[src/source/hdc_cfg_pkg.sv]
`default_nettype none

package hdc_cfg_pkg;

    // hypervector geometry
    localparam int HV_BITS = 128;
    localparam int RAND_BITS = 32;
    localparam int HV_WORDS = HV_BITS / RAND_BITS;

    // item memory addressing, 512 entries at most
    localparam int ITEM_ADDR_BITS = 9;

    // one full hypervector
    typedef logic [HV_BITS-1:0] hv_t;

    // item memory address
    typedef logic [ITEM_ADDR_BITS-1:0] item_addr_t;

    // index of a 32-bit word inside a hypervector
    typedef logic [$clog2(HV_WORDS)-1:0] word_idx_t;

    // xorshift32 start value, loaded on reset and on re-seed
    localparam logic [RAND_BITS-1:0] XORSHIFT_SEED = 32'h92D68CA2;

    // xorshift32 shift amounts
    localparam int XS_SHIFT_A = 13;
    localparam int XS_SHIFT_B = 17;
    localparam int XS_SHIFT_C = 5;

endpackage

`default_nettype wire

[src/source/hdc_isa_pkg.sv]
`default_nettype none

package hdc_isa_pkg;

    import hdc_cfg_pkg::*;

    // instruction opcodes, top 4 bits of the instruction word
    typedef enum logic [3:0] {
        OP_NOP   = 4'd0,
        OP_LOAD  = 4'd1,
        OP_BIND  = 4'd2,
        OP_PERM  = 4'd3,
        OP_MOVE  = 4'd4,
        OP_STORE = 4'd5,
        OP_WB    = 4'd6,
        OP_LAST  = 4'd7
    } hdc_op_e;

    // 16-bit instruction word
    typedef struct packed {
        hdc_op_e    opcode;
        logic [2:0] spare;
        // item address, or rotate amount for OP_PERM
        item_addr_t arg;
    } instr_t;

    // item memory write request
    typedef struct packed {
        logic       en;
        item_addr_t addr;
        hv_t        data;
    } item_wr_t;

    // item memory read request
    typedef struct packed {
        item_addr_t addr;
    } item_rd_t;

endpackage

`default_nettype wire

[src/source/hv_datapath.sv]
`default_nettype none
`timescale 1ns/1ps

module hv_datapath
    import hdc_cfg_pkg::*;
    import hdc_isa_pkg::*;
(
    input  wire         clk,
    input  wire         rst_n,
    input  wire         instr_valid,
    input  wire instr_t instr,
    input  wire hv_t    rd_data,
    output item_rd_t    rd_req,
    output item_wr_t    wb_wr,
    output logic        store,
    output hv_t         result,
    output logic        last
);

    localparam int ROT_BITS = $clog2(HV_BITS);

    localparam instr_t NOP_INSTR = '{
        opcode: OP_NOP,
        spare:  3'b000,
        arg:    '0
    };

    instr_t              ir;
    hv_t                 reg1;
    hv_t                 reg2;
    logic [ROT_BITS-1:0] rot_amt;

    // rotate left, amount already reduced modulo HV_BITS
    function automatic hv_t rotl(input hv_t v, input logic [ROT_BITS-1:0] n);
        return (v << n) | (v >> (HV_BITS - int'(n)));
    endfunction

    // item read starts as soon as the instruction arrives
    assign rd_req.addr = instr.arg;

    // stage 1, instruction register
    always_ff @(posedge clk) begin
        if (!rst_n) begin
            ir <= NOP_INSTR;
        end else if (instr_valid) begin
            ir <= instr;
        end else begin
            ir <= NOP_INSTR;
        end
    end

    assign rot_amt = ir.arg[ROT_BITS-1:0];

    // stage 2, execute
    always_ff @(posedge clk) begin
        if (!rst_n) begin
            reg1  <= '0;
            reg2  <= '0;
            store <= 1'b0;
            last  <= 1'b0;
        end else begin
            store <= (ir.opcode == OP_STORE);
            last  <= (ir.opcode == OP_LAST);
            case (ir.opcode)
                OP_LOAD: begin
                    reg2 <= rd_data;
                end
                OP_BIND: begin
                    reg2 <= reg1 ^ reg2;
                end
                OP_PERM: begin
                    reg2 <= rotl(reg2, rot_amt);
                end
                OP_MOVE: begin
                    reg1 <= reg2;
                end
                // store, wb, last and nop leave the registers alone
                default: begin
                end
            endcase
        end
    end

    // write-back lands on the execute edge
    assign wb_wr.en   = (ir.opcode == OP_WB);
    assign wb_wr.addr = ir.arg;
    assign wb_wr.data = reg2;

    // reg2 is unchanged by STORE, so it still holds the stored value
    assign result = store ? reg2 : '0;

endmodule

`default_nettype wire

[config.mk]
export PLATFORM = sky130hd
export DESIGN_NAME = hv_datapath
export DESIGN_NICKNAME = d
export VERILOG_FILES = /design/src/source/hdc_cfg_pkg.sv /design/src/source/hdc_isa_pkg.sv /design/src/source/hv_datapath.sv
export SDC_FILE = /design/constraint.sdc
export NUM_CORES = 2
export LEC_CHECK = 0
export ABC_AREA = 1
export BUFFER_PORTS_ARGS = -buffer_cell sky130_fd_sc_hd__buf_2
export CORE_ASPECT_RATIO = 2
export CORE_MARGIN = 4
export CORE_UTILIZATION = 45
export DETAILED_ROUTE_END_ITERATION = 8
export PLACE_DENSITY = 0.73
export SYNTH_ARGS = -nofsm -noshare
export SYNTH_HDL_FRONTEND = slang
export SYNTH_SLANG_ARGS = --single-unit
[constraint.sdc]
create_clock -name clk -period 8.6 [get_ports clk]
set_input_delay 0.43 -clock clk [delete_from_list [all_inputs] [get_ports clk]]
set_output_delay 0.43 -clock clk [all_outputs]
set_load 0.02 [all_outputs]
Word level (Yosys, flattened, before mapping)
Index checks and enable logic that the tools add are counted.
{ "word_totals": {"in_bits": 147, "register_bits": 271, "output_inout_bits": 277, "elab_cells": 22} }
{ "op_classes": {"muxes": 2, "shift": 2, "n_bitwise": 2, "reduce_logical": 2, "n_eq_ne": 7, "n_addsub": 1} }
{ "op_table": {"columns": ["cell", "count"], "rows": [
  ["$pmux 128 s3", 1],
  ["$mux 128", 1],
  ["$or 128x128->128", 1],
  ["$shl 128x7->128", 1],
  ["$shr 128x32->128", 1],
  ["$xor 128x128->128", 1],
  ["$eq 4x3->1 const B", 4],
  ["$sub 8x7->9 const A", 1],
  ["$eq 4x2->1 const B", 2],
  ["$eq 4x1->1 const B", 1],
  ["$reduce_bool 3->1", 1],
  ["$reduce_and 2->1", 1]
]} }

Depth between registers and ports, before layout
{ "depth": {"depth_word": 4, "depth_mapped": 20, "depth_no_buf": 16} }

Least setup slack after synthesis
Ideal clock, no wire load.
{ "synth_path": {"path_type": "register to register", "startpoint": "register ir, in the netlist wb_wr[129]", "endpoint": "register reg2[19]", "path_stages_with_launch": 18, "n_path_buf": 5, "arrival_ns": 2.576, "path_slack_ns": 5.902, "period_less_slack_ns": 2.698, "path_cell_list": "dfxtp_1 -> buf_2 -> inv_2 -> buf_2 -> buf_2 -> ha_1 -> clkbuf_1 -> clkbuf_1 -> nand3_1 -> nand3_1 -> nand3_1 -> and2_1 -> nand2_1 -> nand2_1 -> nand3_1 -> nand3_1 -> nand2_1 -> a21oi_1"} }
{ "synth_between": {"elab_chain_cells": 4, "elab_cells_between_ends": 5, "cone_classes": "1 x add/sub; 2 x shift; 1 x mux; 1 x bitwise"} }
{ "synth_rtl": {"columns": ["item", "line", "text"], "rows": [
  ["start, declared", "hv_datapath.sv:28", "instr_t ir;"],
  ["start signal, assigned", "hv_datapath.sv:46", "ir <= instr;"],
  ["$sub 8x7->9", "hv_datapath.sv:35", "return (v << n) | (v >> (HV_BITS - int'(n)));"],
  ["$shr 128x32->128", "hv_datapath.sv:35", null],
  ["$or 128x128->128 *", "hv_datapath.sv:35", null],
  ["$pmux 128 s3 *", "hv_datapath.sv:64", "case (ir.opcode)"],
  ["end signal, assigned", "hv_datapath.sv:66", "reg2 <= rd_data;"],
  ["end signal, assigned", "hv_datapath.sv:69", "reg2 <= reg1 ^ reg2;"],
  ["end signal, assigned", "hv_datapath.sv:72", "reg2 <= rotl(reg2, rot_amt);"],
  ["end, declared", "hv_datapath.sv:30", "hv_t reg2;"]
]} }
Every way passes the cells marked *; elsewhere a longest branch is shown, timed or not.
A chain may end at the register's enable or synchronous reset.

Final worst setup path
{ "layout_path": {"startpoint": "register ir, in the netlist wb_wr[128]", "endpoint": "register reg2[18]"} }
The elaborated chain is that of the path after synthesis.

==> results.sh <==
export IMPL_start_util=0.4538
export IMPL_power_leakage_uw=0.01569
export IMPL_io_buffers=420
export IMPL_fin_crit_ns=6.492
export IMPL_layout_drive_gt1_share=0.09703
export IMPL_tritoncts="built"
export IMPL_boundaryPins=424
export IMPL_cp_data_required_time_ns=9.09
export IMPL_track_usage=0.4656
export IMPL_outcome="finished with violations"
export IMPL_yosysWarnings=0
export IMPL_hold_buffers=0
export IMPL_dp_hpwl_microns=129800
export IMPL_routed_via_density=6.720
export IMPL_synth_avg_cell_area_sq_um=5.458
export IMPL_finalCritPeriodShare=0.7549
export IMPL_overflow=0
export IMPL_grt_pass1_wl_microns=255700
export IMPL_ir_worst_vdd_mv=0.1769
export IMPL_drc=46
export IMPL_wirelength_microns=178500
export IMPL_cp_startpoint="wb_wr[128]"
export IMPL_start_kind="register"
export IMPL_r2r_start="wb_wr[128]"
export IMPL_finalSetupTns_ns=0
export IMPL_maxCapViolCount=0
export IMPL_yosysTopAreaCell="nand3_1"
export IMPL_row_count=135
export IMPL_multi_input_area_sq_um=22520
export IMPL_firstDrtPassIters=9
export IMPL_clock_sinks=271
export IMPL_hold_viol_final=0
export IMPL_worstSetupPathType="reg -> reg"
export IMPL_nets=5777
export IMPL_synth_mux_area_frac=0
export IMPL_hp_start="instr[3]"
export IMPL_clock_latency_ns=0.65
export IMPL_crit_arrival_ns=6.98
export IMPL_mostFrequentLayoutCell="nand3_1"
export IMPL_violations="DRC"
export IMPL_slew_headroom=0.03363
export IMPL_root_buffer="clkbuf_16"
export IMPL_synth_top_cells_by_area="nand3_1 (40%), dfxtp_1 (18%), nand2_1 (12%)"
export IMPL_areaGrowthSynthToFinish_pct=8.475
export IMPL_netlist_area_sq_um=30660
export IMPL_synth_compound_area_frac=0.1025
export IMPL_cts_made_buffers=25
export IMPL_yosysSeqAreaShare=0.1769
export IMPL_grt_pass1_vias=38850
export IMPL_dp_cells=6492
export IMPL_drt_iter0_drc=7933
export IMPL_seqCellArea_sq_um=5449
export IMPL_drv_slew=0
export IMPL_postRouteAntennaNets=0
export IMPL_layout_common_cells="nand3_1 (2477), nand2_1 (993), nor2_1 (427), buf_2 (419), o21ai_0 (281)"
export IMPL_fp_dieW_microns=192.6
export IMPL_design_core_area_sq_um=67560
export IMPL_tightest_slew_ns=1.440
export IMPL_grt_max_degree=129
export IMPL_globalplace_congestion=1.169
export IMPL_hold_class="in -> reg"
export IMPL_syn_nets=5766
export IMPL_critPathCaptureType="register"
export IMPL_yosysTopAreaCellShare=0.4045
export IMPL_clock_fmax_ghz=0.1540
export IMPL_fillers=7485
export IMPL_synthXorXnorAreaFrac=0.03738
export IMPL_finalSetupViolations=0
export IMPL_final_cells=6543
export IMPL_antenna_found_initial=14
export IMPL_ys_types=28
export IMPL_cts_repair_resized=0
export IMPL_finClkSkew_ns=0.04392
export IMPL_die_area_sq_um=72630
export IMPL_cts_clk_slew_worst_paths_ns=0.07
export IMPL_vias=43970
export IMPL_rsz0062_at_grt="false"
export IMPL_fp_dieH_microns=377.2
export IMPL_drt_wirelength_per_cell_microns=27.28
export IMPL_synth_seq_cells=271
export IMPL_p_per_area_nw_per_um2=162.2
export IMPL_htree_levels=1
export IMPL_syn_inst=5618
export IMPL_synth_simple_area_share=0.5896
export IMPL_hold_slack_ns=0.03096
export IMPL_fin_util=0.4923
export IMPL_synth_top_family_by_area="simple AND/OR/NAND/NOR gates"
export IMPL_synthAdderAreaFrac=0.0004080
export IMPL_post_cts_buffers=0
export IMPL_cp_max_fo=104
export IMPL_clock_path_buffers=3
[layer usage]
metal / track usage / wire length (microns)
met1: 0.5198 / 59160
met2: 0.6790 / 73090
met3: 0.1254 / 20620
met4: 0.4886 / 25560
met5: 0.001399 / 102
[final cells by class]
class                   count  area share
multi-input cells        4651      0.6771
flip-flops and latches    271      0.1638
repair buffers            473     0.07723
well taps                 890     0.03348
inverters                 207     0.02392
clock buffers              36     0.02065
clock inverters            10    0.003385
diodes                      5   0.0003762
[registers in the layout, indices dropped and copies added, names as in the netlist]
| signal | flops |
|---|---|
| reg1 | 128 |
| reg2 | 128 |
| wb_wr | 9 |
| ir | 4 |
| last | 1 |
| store | 1 |
[cells by family (layout without fill, tap and decap cells)]
| kind of cell | count (synthesis) | after routing |
|---|---|---|
| DFF | 271 | 271 |
| buffers and inverters | 696 | 726 |
| AOI/OAI and AO/OA | 564 | 564 |
| other | 0 | 5 |
| xor gates and xnor gates | 130 | 130 |
| and+or+nand+nor | 3956 | 3956 |
| adders and majority gates | 1 | 1 |
[synthesized netlist by cell type (all sizes together)]
master and count:
inv 206, o21ai 295, nand4 37, xnor2 128, dfxtp 271, a211oi 128
clkbuf 310, buf 179, clkinv 1, nand3 2479, a21oi 141, nor3 3
ha 1, xor2 2, nor2 434, nand2 997, and2 4, nor4 2
[stage by stage]
step	setup WS, ns	power (uW)	instance area [sq um]
after floorplan	5.902	3052	30660
after global placement	2.725	4011	32450
after detailed placement	2.646	4026	32450
after CTS	2.631	5176	33250
after global routing	1.989	5545	33250
final	2.108	5396	33260
[where the power goes]
group          leakage (uW)  switching (uW)  total (uW)  internal, uW
combinational        0.0131            2010        2690           682
clock              0.000386             558        1170           615
sequential          0.00222             199        1530          1330
total                0.0157            2770        5400          2630
[worst max-delay path, stage by stage (launching register included)]
cell and delay [ns]:
dfxtp_4 0.76, clkinv_2 1.08, ha_4 0.74, clkinv_2 0.06, buf_4 0.32, buf_4 0.96, nand3_1 0.23, nand2_1 0.23
nand2_1 0.11, nand2_1 0.14, nand2_1 0.07, and2_1 0.22, nand2_1 0.07, nand2_1 0.06, nand3_1 0.18, nand3_1 0.65
nand2_1 0.23, a21oi_1 0.08
[worst paths after layout]
| check | slack [ns] | cells after the start | end |
|---|---|---|---|
| min | 0.03 | 3 | wb_wr[131] |
| min reg2reg | 0.54 | 2 | reg1[32] |
| max | 2.11 | 17 | reg2[18] |
| max reg2reg | 2.11 | 17 | reg2[18] |
(Power assumes the default switching activity.)
