$ cat config.mk
export PLATFORM = sky130hd
export DESIGN_NAME = hv_generator
export DESIGN_NICKNAME = d
export VERILOG_FILES = /design/src/source/hdc_cfg_pkg.sv /design/src/source/hdc_isa_pkg.sv /design/src/source/hv_generator.sv
export SDC_FILE = /design/constraint.sdc
export NUM_CORES = 1
export LEC_CHECK = 0
export ABC_AREA = 1
export BUFFER_PORTS_ARGS = -buffer_cell sky130_fd_sc_hd__buf_2
export CAP_MARGIN = 20
export CORE_MARGIN = 1.5
export CORE_UTILIZATION = 55
export CTS_BUF_LIST = sky130_fd_sc_hd__clkbuf_16
export CTS_CLUSTER_DIAMETER = 40
export DETAILED_ROUTE_END_ITERATION = 6
export GPL_TIMING_DRIVEN = 0
export PLACE_DENSITY = 0.91
export SYNTH_ARGS = -nofsm -noshare
export SYNTH_HDL_FRONTEND = slang
export SYNTH_SLANG_ARGS = --single-unit
$ cat constraint.sdc
create_clock -name clk -period 2.4 [get_ports clk]
set_input_delay 0.12 -clock clk [delete_from_list [all_inputs] [get_ports clk]]
set_output_delay 0.12 -clock clk [all_outputs]
set_load 0.02 [all_outputs]
$ cat src/source/hdc_cfg_pkg.sv
`default_nettype none

package hdc_cfg_pkg;

    // hypervector geometry
    localparam int HV_BITS = 128;
    localparam int RAND_BITS = 32;
    localparam int HV_WORDS = HV_BITS / RAND_BITS;

    // item memory addressing, 512 entries at most
    localparam int ITEM_ADDR_BITS = 9;

    // one full hypervector
    typedef logic [HV_BITS-1:0] hv_t;

    // item memory address
    typedef logic [ITEM_ADDR_BITS-1:0] item_addr_t;

    // index of a 32-bit word inside a hypervector
    typedef logic [$clog2(HV_WORDS)-1:0] word_idx_t;

    // xorshift32 start value, loaded on reset and on re-seed
    localparam logic [RAND_BITS-1:0] XORSHIFT_SEED = 32'h92D68CA2;

    // xorshift32 shift amounts
    localparam int XS_SHIFT_A = 13;
    localparam int XS_SHIFT_B = 17;
    localparam int XS_SHIFT_C = 5;

endpackage

`default_nettype wire

$ cat src/source/hdc_isa_pkg.sv
`default_nettype none

package hdc_isa_pkg;

    import hdc_cfg_pkg::*;

    // instruction opcodes, top 4 bits of the instruction word
    typedef enum logic [3:0] {
        OP_NOP   = 4'd0,
        OP_LOAD  = 4'd1,
        OP_BIND  = 4'd2,
        OP_PERM  = 4'd3,
        OP_MOVE  = 4'd4,
        OP_STORE = 4'd5,
        OP_WB    = 4'd6,
        OP_LAST  = 4'd7
    } hdc_op_e;

    // 16-bit instruction word
    typedef struct packed {
        hdc_op_e    opcode;
        logic [2:0] spare;
        // item address, or rotate amount for OP_PERM
        item_addr_t arg;
    } instr_t;

    // item memory write request
    typedef struct packed {
        logic       en;
        item_addr_t addr;
        hv_t        data;
    } item_wr_t;

    // item memory read request
    typedef struct packed {
        item_addr_t addr;
    } item_rd_t;

endpackage

`default_nettype wire

$ cat src/source/hv_generator.sv
`default_nettype none
`timescale 1ns/1ps

module hv_generator
    import hdc_cfg_pkg::*;
    import hdc_isa_pkg::*;
#(
    parameter int ITEM_DEPTH = 64
) (
    input  wire             clk,
    input  wire             rst_n,
    input  wire             gen,
    input  wire             reset_item,
    input  wire item_addr_t item_count,
    output item_wr_t        gen_wr,
    output logic            gen_done
);

    localparam word_idx_t LAST_WORD = word_idx_t'(HV_WORDS - 1);

    logic [RAND_BITS-1:0] rng_state;
    logic [RAND_BITS-1:0] rng_next;
    word_idx_t            word_idx;
    hv_t                  asm_hv;
    item_addr_t           item_addr;
    item_addr_t           last_addr;
    logic                 wr_pend;
    logic                 gen_finished;

    // one xorshift32 step
    function automatic logic [RAND_BITS-1:0] xorshift32(input logic [RAND_BITS-1:0] x);
        logic [RAND_BITS-1:0] y;
        y = x ^ (x << XS_SHIFT_A);
        y = y ^ (y >> XS_SHIFT_B);
        y = y ^ (y << XS_SHIFT_C);
        return y;
    endfunction

    assign rng_next = xorshift32(rng_state);

    // final item address, clipped to what the memory holds
    always_comb begin
        if (int'(item_count) > ITEM_DEPTH) begin
            last_addr = item_addr_t'(ITEM_DEPTH - 1);
        end else begin
            last_addr = item_count - item_addr_t'(1);
        end
    end

    // seed state survives gen going low
    always_ff @(posedge clk) begin
        if (!rst_n || reset_item) begin
            rng_state <= XORSHIFT_SEED;
        end else if (gen) begin
            rng_state <= rng_next;
        end
    end

    // word assembly, word 0 lands in bits 31:0
    always_ff @(posedge clk) begin
        if (gen) begin
            asm_hv[word_idx*RAND_BITS +: RAND_BITS] <= rng_next;
        end
    end

    // word and item sequencing
    always_ff @(posedge clk) begin
        if (!rst_n || !gen) begin
            word_idx     <= '0;
            item_addr    <= '0;
            wr_pend      <= 1'b0;
            gen_finished <= 1'b0;
        end else begin
            if (word_idx == LAST_WORD) begin
                word_idx <= '0;
            end else begin
                word_idx <= word_idx + word_idx_t'(1);
            end
            // vector complete after the last word, write it next cycle
            wr_pend <= (word_idx == LAST_WORD) && !gen_finished;
            if (gen_wr.en) begin
                item_addr <= item_addr + item_addr_t'(1);
            end
            if (gen_done) begin
                gen_finished <= 1'b1;
            end
        end
    end

    assign gen_wr.en   = wr_pend && gen && !gen_finished;
    assign gen_wr.addr = item_addr;
    assign gen_wr.data = asm_hv;

    // high only while the final item is written
    assign gen_done = gen_wr.en && (item_addr == last_addr);

endmodule

`default_nettype wire

# [Word level (Yosys, flattened, before mapping)]
# Cells that the tools add are included.
[word_totals] register_bits=173 inputBits=13 output_inout_bits=139
[classes] add_sub_neg=4 magnitude_cmp=1 n_eq_ne=2 n_shift=2 mux=2 bitwise=3 reduce_logical=10
[ops] operator="$bwmux W128" n=1
[ops] operator="$shift A32 B34 Y128 const A" n=1
[ops] operator="$shiftx A32 B34 Y128" n=1
[ops] operator="$xor A32 B32 Y32" n=2
[ops] operator="$neg A7 Y34" n=1
[ops] operator="$xor A32 B15 Y32" n=1
[ops] operator="$add A9 B1 Y9 const B" n=1
[ops] operator="$eq A9 B9 Y1" n=1
[ops] operator="$gt A9 B7 Y1 const B" n=1
[ops] operator="$mux W9" n=1
[ops] operator="$sub A9 B1 Y9 const B" n=1
[ops] operator="$logic_and A1 B1 Y1" n=4
[ops] operator="$logic_not A1 Y1" n=3
[ops] operator="$add A2 B1 Y2 const B" n=1
[ops] operator="$eq A2 B2 Y1 const B" n=1
[ops] operator="$logic_or A1 B1 Y1" n=2
[ops] operator="$reduce_or A2 Y1" n=1

# [Logic depth before layout (Yosys ltp)]
# Gate-level depths: netlist (run 1).
[logic_depth] ltp_word=5 mapped_depth=14 ltp_nobuf=14

# [Worst setup path after synthesis (run 1)]
# OpenSTA, ideal clock, no wires.
[synth_path] path_kind="register to register" from="register word_idx[0]" to="register asm_hv[0] (data pin)" setup_ns=0.266 arrival_time_ns=1.841 required_time_ns=2.134 setup_slack_ns=0.293 path_stages_with_launch=9 path_cell_list="dfxtp_1 -> clkbuf_1 -> inv_1 -> ha_1 -> clkbuf_1 -> clkinv_1 -> nand3_1 -> clkbuf_1 -> nor2_1"
[synth_between] elab_chain_cells=3 elab_cells_between_ends=4 cone_classes="add/sub: 1; shift: 2; mux: 1"
[synth_rtl] element="start, declared" line_no="hv_generator.sv:23" rtl="word_idx_t word_idx;"
[synth_rtl] element="start signal, assigned" line_no="hv_generator.sv:77" rtl="word_idx <= word_idx + word_idx_t'(1);"
[synth_rtl] element="$neg A7 Y34 (*)" line_no="hv_generator.sv:62" rtl="asm_hv[word_idx*RAND_BITS +: RAND_BITS] <= rng_next;"
[synth_rtl] element="$shiftx A32 B34 Y128 / $shift A32 B34 Y128 (equally long branches)" line_no="hv_generator.sv:62"
[synth_rtl] element="$bwmux W128 (*)" line_no="hv_generator.sv:62"
[synth_rtl] element="end signal, assigned by index" line_no="hv_generator.sv:62"
[synth_rtl] element="end, declared" line_no="hv_generator.sv:24" rtl="hv_t asm_hv;"
# Every way passes the cells marked *; elsewhere a longest branch is shown, timed or not.
# A chain may end at the register's enable or synchronous reset.

# [Worst setup path after layout (run 1)]
[layout_path] from="register rng_state[4]" to="register asm_hv[37] (data pin)"
[layout_between] elab_chain_cells=5
[layout_rtl] element="start, declared" line_no="hv_generator.sv:21" rtl="logic [RAND_BITS-1:0] rng_state;"
[layout_rtl] element="start signal, assigned" line_no="hv_generator.sv:55" rtl="rng_state <= rng_next;"
[layout_rtl] element="$xor A32 B32 Y32" line_no="hv_generator.sv:33" rtl="y = x ^ (x << XS_SHIFT_A);"
[layout_rtl] element="$xor A32 B15 Y32" line_no="hv_generator.sv:34" rtl="y = y ^ (y >> XS_SHIFT_B);"
[layout_rtl] element="$xor A32 B32 Y32" line_no="hv_generator.sv:35" rtl="y = y ^ (y << XS_SHIFT_C);"
[layout_rtl] element="$shiftx A32 B34 Y128" line_no="hv_generator.sv:62"
[layout_rtl] element="$bwmux W128" line_no="hv_generator.sv:62"
# No other way between the ends.

==> out/results.ini, run 1 <==
[clock_tree]
hold_buffers=0
cts.sink_count=173
clk_latency_ps=430
path_clk_slew_ps=70
cts_made_buffers=17
htree_levels=4
cts-root-buf=clkbuf_16
ctsResizeCount=7
clock_path_buffers=2
post_cts.repair.setup_buffers=0
cts_tree=yes

[sta]
max_slew_margin_pct=39.4
tns_ps=0
rsz0062_at_grt=false
tightest_slew_ps=902
timing.final.crit_share_pct=98.5
final-max-slew-violation-count=0
finalSetupViolCount=0
skew_ps=9.83
max_freq_mhz=423
hold_viol=0
layout_min_cycle_time_ps=2360

[placed_design]
dp_hpwl_mm=13.8
gp_congestion=0.944
io_buffers=150

[pwr]
worst_ir_drop_vdd_uv=587
p_sw_share_pct=30.3
p_int_mw=5.24
total_power_mw=7.52
p_per_area_nw_per_um2=821
pwr-share-comb_pct=17.3
power_frac_seq_pct=45.7
p_leak_nw=3.49
pwr-share-clk_pct=37.0
p_sw_mw=2.28

[route]
first_iter_violations=879
drt-pass1-iter-count=6
viasPerCell=5.99
wire_per_inst_um=21.0
finalWirelength_mm=22.3
drc_errors=0
postRouteAntennaNets=0
dr_total_vias=6377

[setup_path]
crit_path_end_kind=flip-flop
regToRegStartpoint=rng_state[4]
cp_data_required_time_ps=2550
criticalPathCategory=flip-flop to flip-flop
cp_cell_sequence=xnor2_1 -> inv_1 -> nand2_1 -> nand2_2 -> xnor2_1 -> nor2_1 -> nand2_1 -> nor2_1
crit_path_max_incr_delay_ps=650
cp-start-kind=flip-flop
worstReg2RegEnd=asm_hv[37]
crit_slowest_cell=xnor2_1
cp.arrival_ps=2510
ff2ff_path_depth=8
reg2reg_setup_slack_ps=40
critPathMaxFanout=4

[worst_hold_path]
hold_depth=3
min_from=rst_n
hold_path_end=gen_finished
hold_class=input pin to flip-flop

[yosys]
yosysWarnings=0
syn-instance-count=704
synth_nets=726
async_reset_ff_share_pct=0
synth-seq-area-share_pct=63.5
synthDistinctLibCells=29
syn_area_per_cell_um2=10.6
ys_ff_latch=173
synth_enable_flop_cells=128
synth_top_flop_cell=edfxtp_1
syn_area_um2=7470

[global_route]
grt_usage_pct=31.7
grt_pass1_wl_mm=33.6
grt_pass1_vias=6177
antenna_found_initial=0
grt_overflow=0
grt_max_degree=27

[layout]
areaGrowthSynthToFinish_pct=22.6
finalNetCount=897
num_antenna_cells=0
drive_above_1_share_pct=24.8

[floorplan]
start_util_pct=56.4
rows=42
core_um2=13200
die_h_um=120
ios=152
die_width_um=120
die_area_um2=14300

[run_status]
status=finished, final reports clean

[job]
cap_violations=0

[worst max-delay path, delay by kind of cell (launching register included)]
kind	cells	cell delay, ps
XOR/XNOR	2	970
AND/OR/NAND/NOR	5	590
flip-flops	1	350
buffers and inverters	1	160
[layout by cell type (no fill, tap or decap), types with 26 or more instances in the layout]
cell / instances
o21ai_0: 26
a21oi_1: 26
buf_2: 153
inv_1: 51
dfxtp_1: 45
nor3_1: 36
nand2_1: 93
xnor2_1: 33
edfxtp_1: 128
nor2_1: 146
[cell type report]
cell class	instances	area, µm²
flip-flops and latches	173	4740
clock inverters	15	166
clock buffers	17	425
plain buffers	32	141
repair buffers	154	861
inverters	53	200
fillers	862	4080
multi-input cells	444	2400
well taps	176	220
[registers in the layout, summed over array words and instances, names as in the netlist]
signal,count
asm_hv,128
wr_pend,1
rng_state,32
item_addr,9
word_idx,2
gen_finished,1
[cell usage after synthesis (9+ instances only)]
master,count,share of area (%)
clkbuf_1,28,1.4
o21ai_0,26,1.7
dfxtp_1,45,12
xnor2_1,33,3.9
nor3_1,37,2.5
nor2_1,146,7.3
ha_1,9,1.5
nand3_1,17,1.1
edfxtp_1,128,51
o211ai_1,14,1.4
xnor2_2,10,2.2
xor2_1,12,1.4
a21oi_1,26,1.7
nand2_1,93,4.7
inv_1,50,2.5
[routing by layer]
metal | vias up | routed length [µm] | track usage, %
met2 | 612 | 10400 | 50.8
met4 | 0 | 1660 | 20.5
met1 | 2897 | 7430 | 37.6
li1 | 2696 | - | -
met3 | 172 | 2830 | 9.03
met5 | - | 0 | 0
[cell families (layout without fill, tap and decap cells)]
logic type | Yosys count | after routing | synth area share (%)
AOI/OAI and AO/OA | 68 | 68 | 5.12
xor gates and xnor gates | 59 | 59 | 8.32
adders and majority gates | 9 | 9 | 1.51
DFF | 173 | 173 | 63.5
buffers and inverters | 87 | 271 | 4.52
and+or+nand+nor | 308 | 308 | 17.0
[metrics by stage]
stage	setup slack, ps	hold WS (ps)	cells	util [%]	cell area [µm²]
after floorplan	293	361	704	-	7470
after global placement	-295	476	1030	63.8	8440
final	35.8	111	1064	69.2	9160
after global routing	2.55	139	1064	69.2	9160
after CTS	22.7	102	1066	69.2	9160
after detailed placement	-458	487	1034	64.6	8550
[power groups by stage]
stage	combinational [mW]	sequential, mW	clock, mW
floorplan	0.606	3.62	0
global placement	1.12	3.50	0
detailed placement	1.17	3.50	0
CTS	1.21	3.44	2.74
global route	1.35	3.45	2.88
finish	1.30	3.44	2.78
[worst max path at each step]
| stage | slack [ps] | to | from |
|---|---|---|---|
| floorplan | 290 | asm_hv[0] | word_idx[0] |
| global placement | -300 | asm_hv[25] | word_idx[0] |
| detailed placement | -460 | asm_hv[19] | word_idx[0] |
| CTS | 20 | asm_hv[28] | word_idx[0] |
| global route | 3 | asm_hv[70] | word_idx[0] |
| finish | 40 | asm_hv[37] | rng_state[4] |
No activity file was read; power rests on OpenSTA's default activity.
==> run 2: changes to the inputs <==
--- a/config.mk
+++ b/config.mk
@@ -14,6 +14,7 @@
 export CTS_CLUSTER_DIAMETER = 40
 export DETAILED_ROUTE_END_ITERATION = 6
 export GPL_TIMING_DRIVEN = 0
+export MAX_ROUTING_LAYER = met4
 export PLACE_DENSITY = 0.91
 export SYNTH_ARGS = -nofsm -noshare
 export SYNTH_HDL_FRONTEND = slang
==> out/results.ini, run 2 (same netlist as run 1, synthesis figures left out) <==
[setup_path]
crit_path_max_incr_delay_ps=900
criticalPathCategory=flip-flop to flip-flop
crit_slowest_cell=xnor2_1
ff2ff_path_depth=6
reg2reg_setup_slack_ps=-10
cp-start-kind=flip-flop
crit_end=asm_hv[102]
worstReg2RegEnd=asm_hv[102]
cp_cell_sequence=xnor2_2 -> xor2_2 -> xnor2_1 -> nor2_1 -> nand2_1 -> nor2_1
crit_start=rng_state[5]
cp_common_cell=nor2_1
crit_path_end_kind=flip-flop
regToRegStartpoint=rng_state[5]
critPathMaxFanout=5
cp.arrival_ps=2580
cp_data_required_time_ps=2570

[route]
viasPerCell=5.86
drc_errors=0
first_iter_violations=865
postRouteAntennaNets=0
wire_per_inst_um=20.0
dr_total_vias=6224
drt-pass1-iter-count=6
finalWirelength_mm=21.2

[layout]
areaGrowthSynthToFinish_pct=22.2
finalNetCount=897
final_cell_mix=155 x buf_2, 146 x nor2_1, 128 x edfxtp_1
largestRegisters=asm_hv (128), rng_state (32), item_addr (9)
num_antenna_cells=0
drive_above_1_share_pct=24.9
finalNonFillerCells=1063
design_area_um2=9130
largest_reg_flops=128
final_core_util_pct=68.9
top_register=asm_hv
final_common_cell=buf_2

[clock_tree]
cts_tree=yes
clock_path_buffers=2
path_clk_slew_ps=70
cts-root-buf=clkbuf_16
cts.sink_count=173
hold_buffers=0
clk_latency_ps=440
cts_made_buffers=17
post_cts.repair.setup_buffers=0
htree_levels=4

[placed_design]
gp_congestion=0.984
dp_hpwl_mm=13.8
dp_cells=1034
io_buffers=150
place_ws_ps=-481
placed_area_um2=8550

[sta]
finalSetupViolCount=2
tightest_slew_ps=1070
final-max-slew-violation-count=0
layout_min_cycle_time_ps=2410
holdWs_ps=96.2
tns_ps=-14.2
hold_viol=0
max_freq_mhz=415
worst_slack_ps=-10.4
rsz0062_at_grt=false
max_slew_margin_pct=28.0
skew_ps=7.87
timing.final.crit_share_pct=100

[floorplan]
rows=42
die_width_um=120
die_h_um=120
die_area_um2=14300
start_util_pct=56.4
core_um2=13200
ios=152

[pwr]
p_leak_nw=3.48
total_power_mw=7.37
p_per_area_nw_per_um2=808
worst_ir_drop_vdd_uv=589

[worst_hold_path]
hold_class=input pin to flip-flop
hold_depth=3

[global_route]
grt_usage_pct=31.2
grt_overflow=0
grt_pass1_vias=5956
antenna_found_initial=0
grt_pass1_wl_mm=32.0
grt_max_degree=27

[run_status]
status=finished with violations
violations=setup timing

[job]
cap_violations=0

## run 2: cell count changes in the layout (fill, tap and decap cells not counted)
cell | previous run | this run
clkbuf_2 | 2 | 3
clkbuf_1 | 22 | 21
inv_6 | 3 | 5
buf_2 | 153 | 155
bufinv_16 | 2 | 1
clkinv_8 | 1 | 0
inv_8 | 0 | 1
inv_1 | 51 | 50
clkinv_2 | 1 | 2
clkinv_4 | 3 | 2
clkbuf_4 | 2 | 0
clkinvlp_4 | 4 | 3
## run 2: worst max-delay path, delay by kind of cell, from the launching register on
| kind | cells | cell delay, ps |
|---|---|---|
| xor+xnor | 3 | 1530 |
| simple gates | 3 | 250 |
| flops | 1 | 370 |
## run 2: how the worst min path moves through the flow
stage / start / end
5_1_grt: rst_n / gen_finished
2_1_floorplan: rst_n / gen_finished
4_1_cts: rst_n / gen_finished
3_3_place_gp: rng_state[31] / rng_state[31]
3_5_place_dp: rng_state[29] / rng_state[29]
6_report: rst_n / gen_finished
## run 2: per-layer routing
metal | vias up | wire length (µm) | global-route usage (%)
li1 | 2684 | - | -
met1 | 2827 | 6960 | 34.4
met2 | 568 | 10000 | 49.5
met3 | 145 | 2610 | 8.51
met4 | 0 | 1620 | 21.7
met5 | - | 0 | -
## run 2: final cells by class
| class | instances | area [µm²] |
|---|---|---|
| well taps | 176 | 220 |
| multi-input cells | 444 | 2400 |
| clock inverters | 14 | 134 |
| fillers | 881 | 4120 |
| plain buffers | 32 | 138 |
| inverters | 53 | 200 |
| flip-flops and latches | 173 | 4740 |
| clock buffers | 17 | 425 |
| repair buffers | 154 | 861 |
## run 2: report_power, final
group,switching (mW),internal (mW)
registers,0.0774,3.36
clock network,1.21,1.44
logic,0.954,0.333
## run 2: timing repair
item / 4_1_cts / 5_1_grt
endpoints found under the setup margin: 111 / 68
hold endpoints to repair: 0 / 0
gates resized for setup: 7 / 6
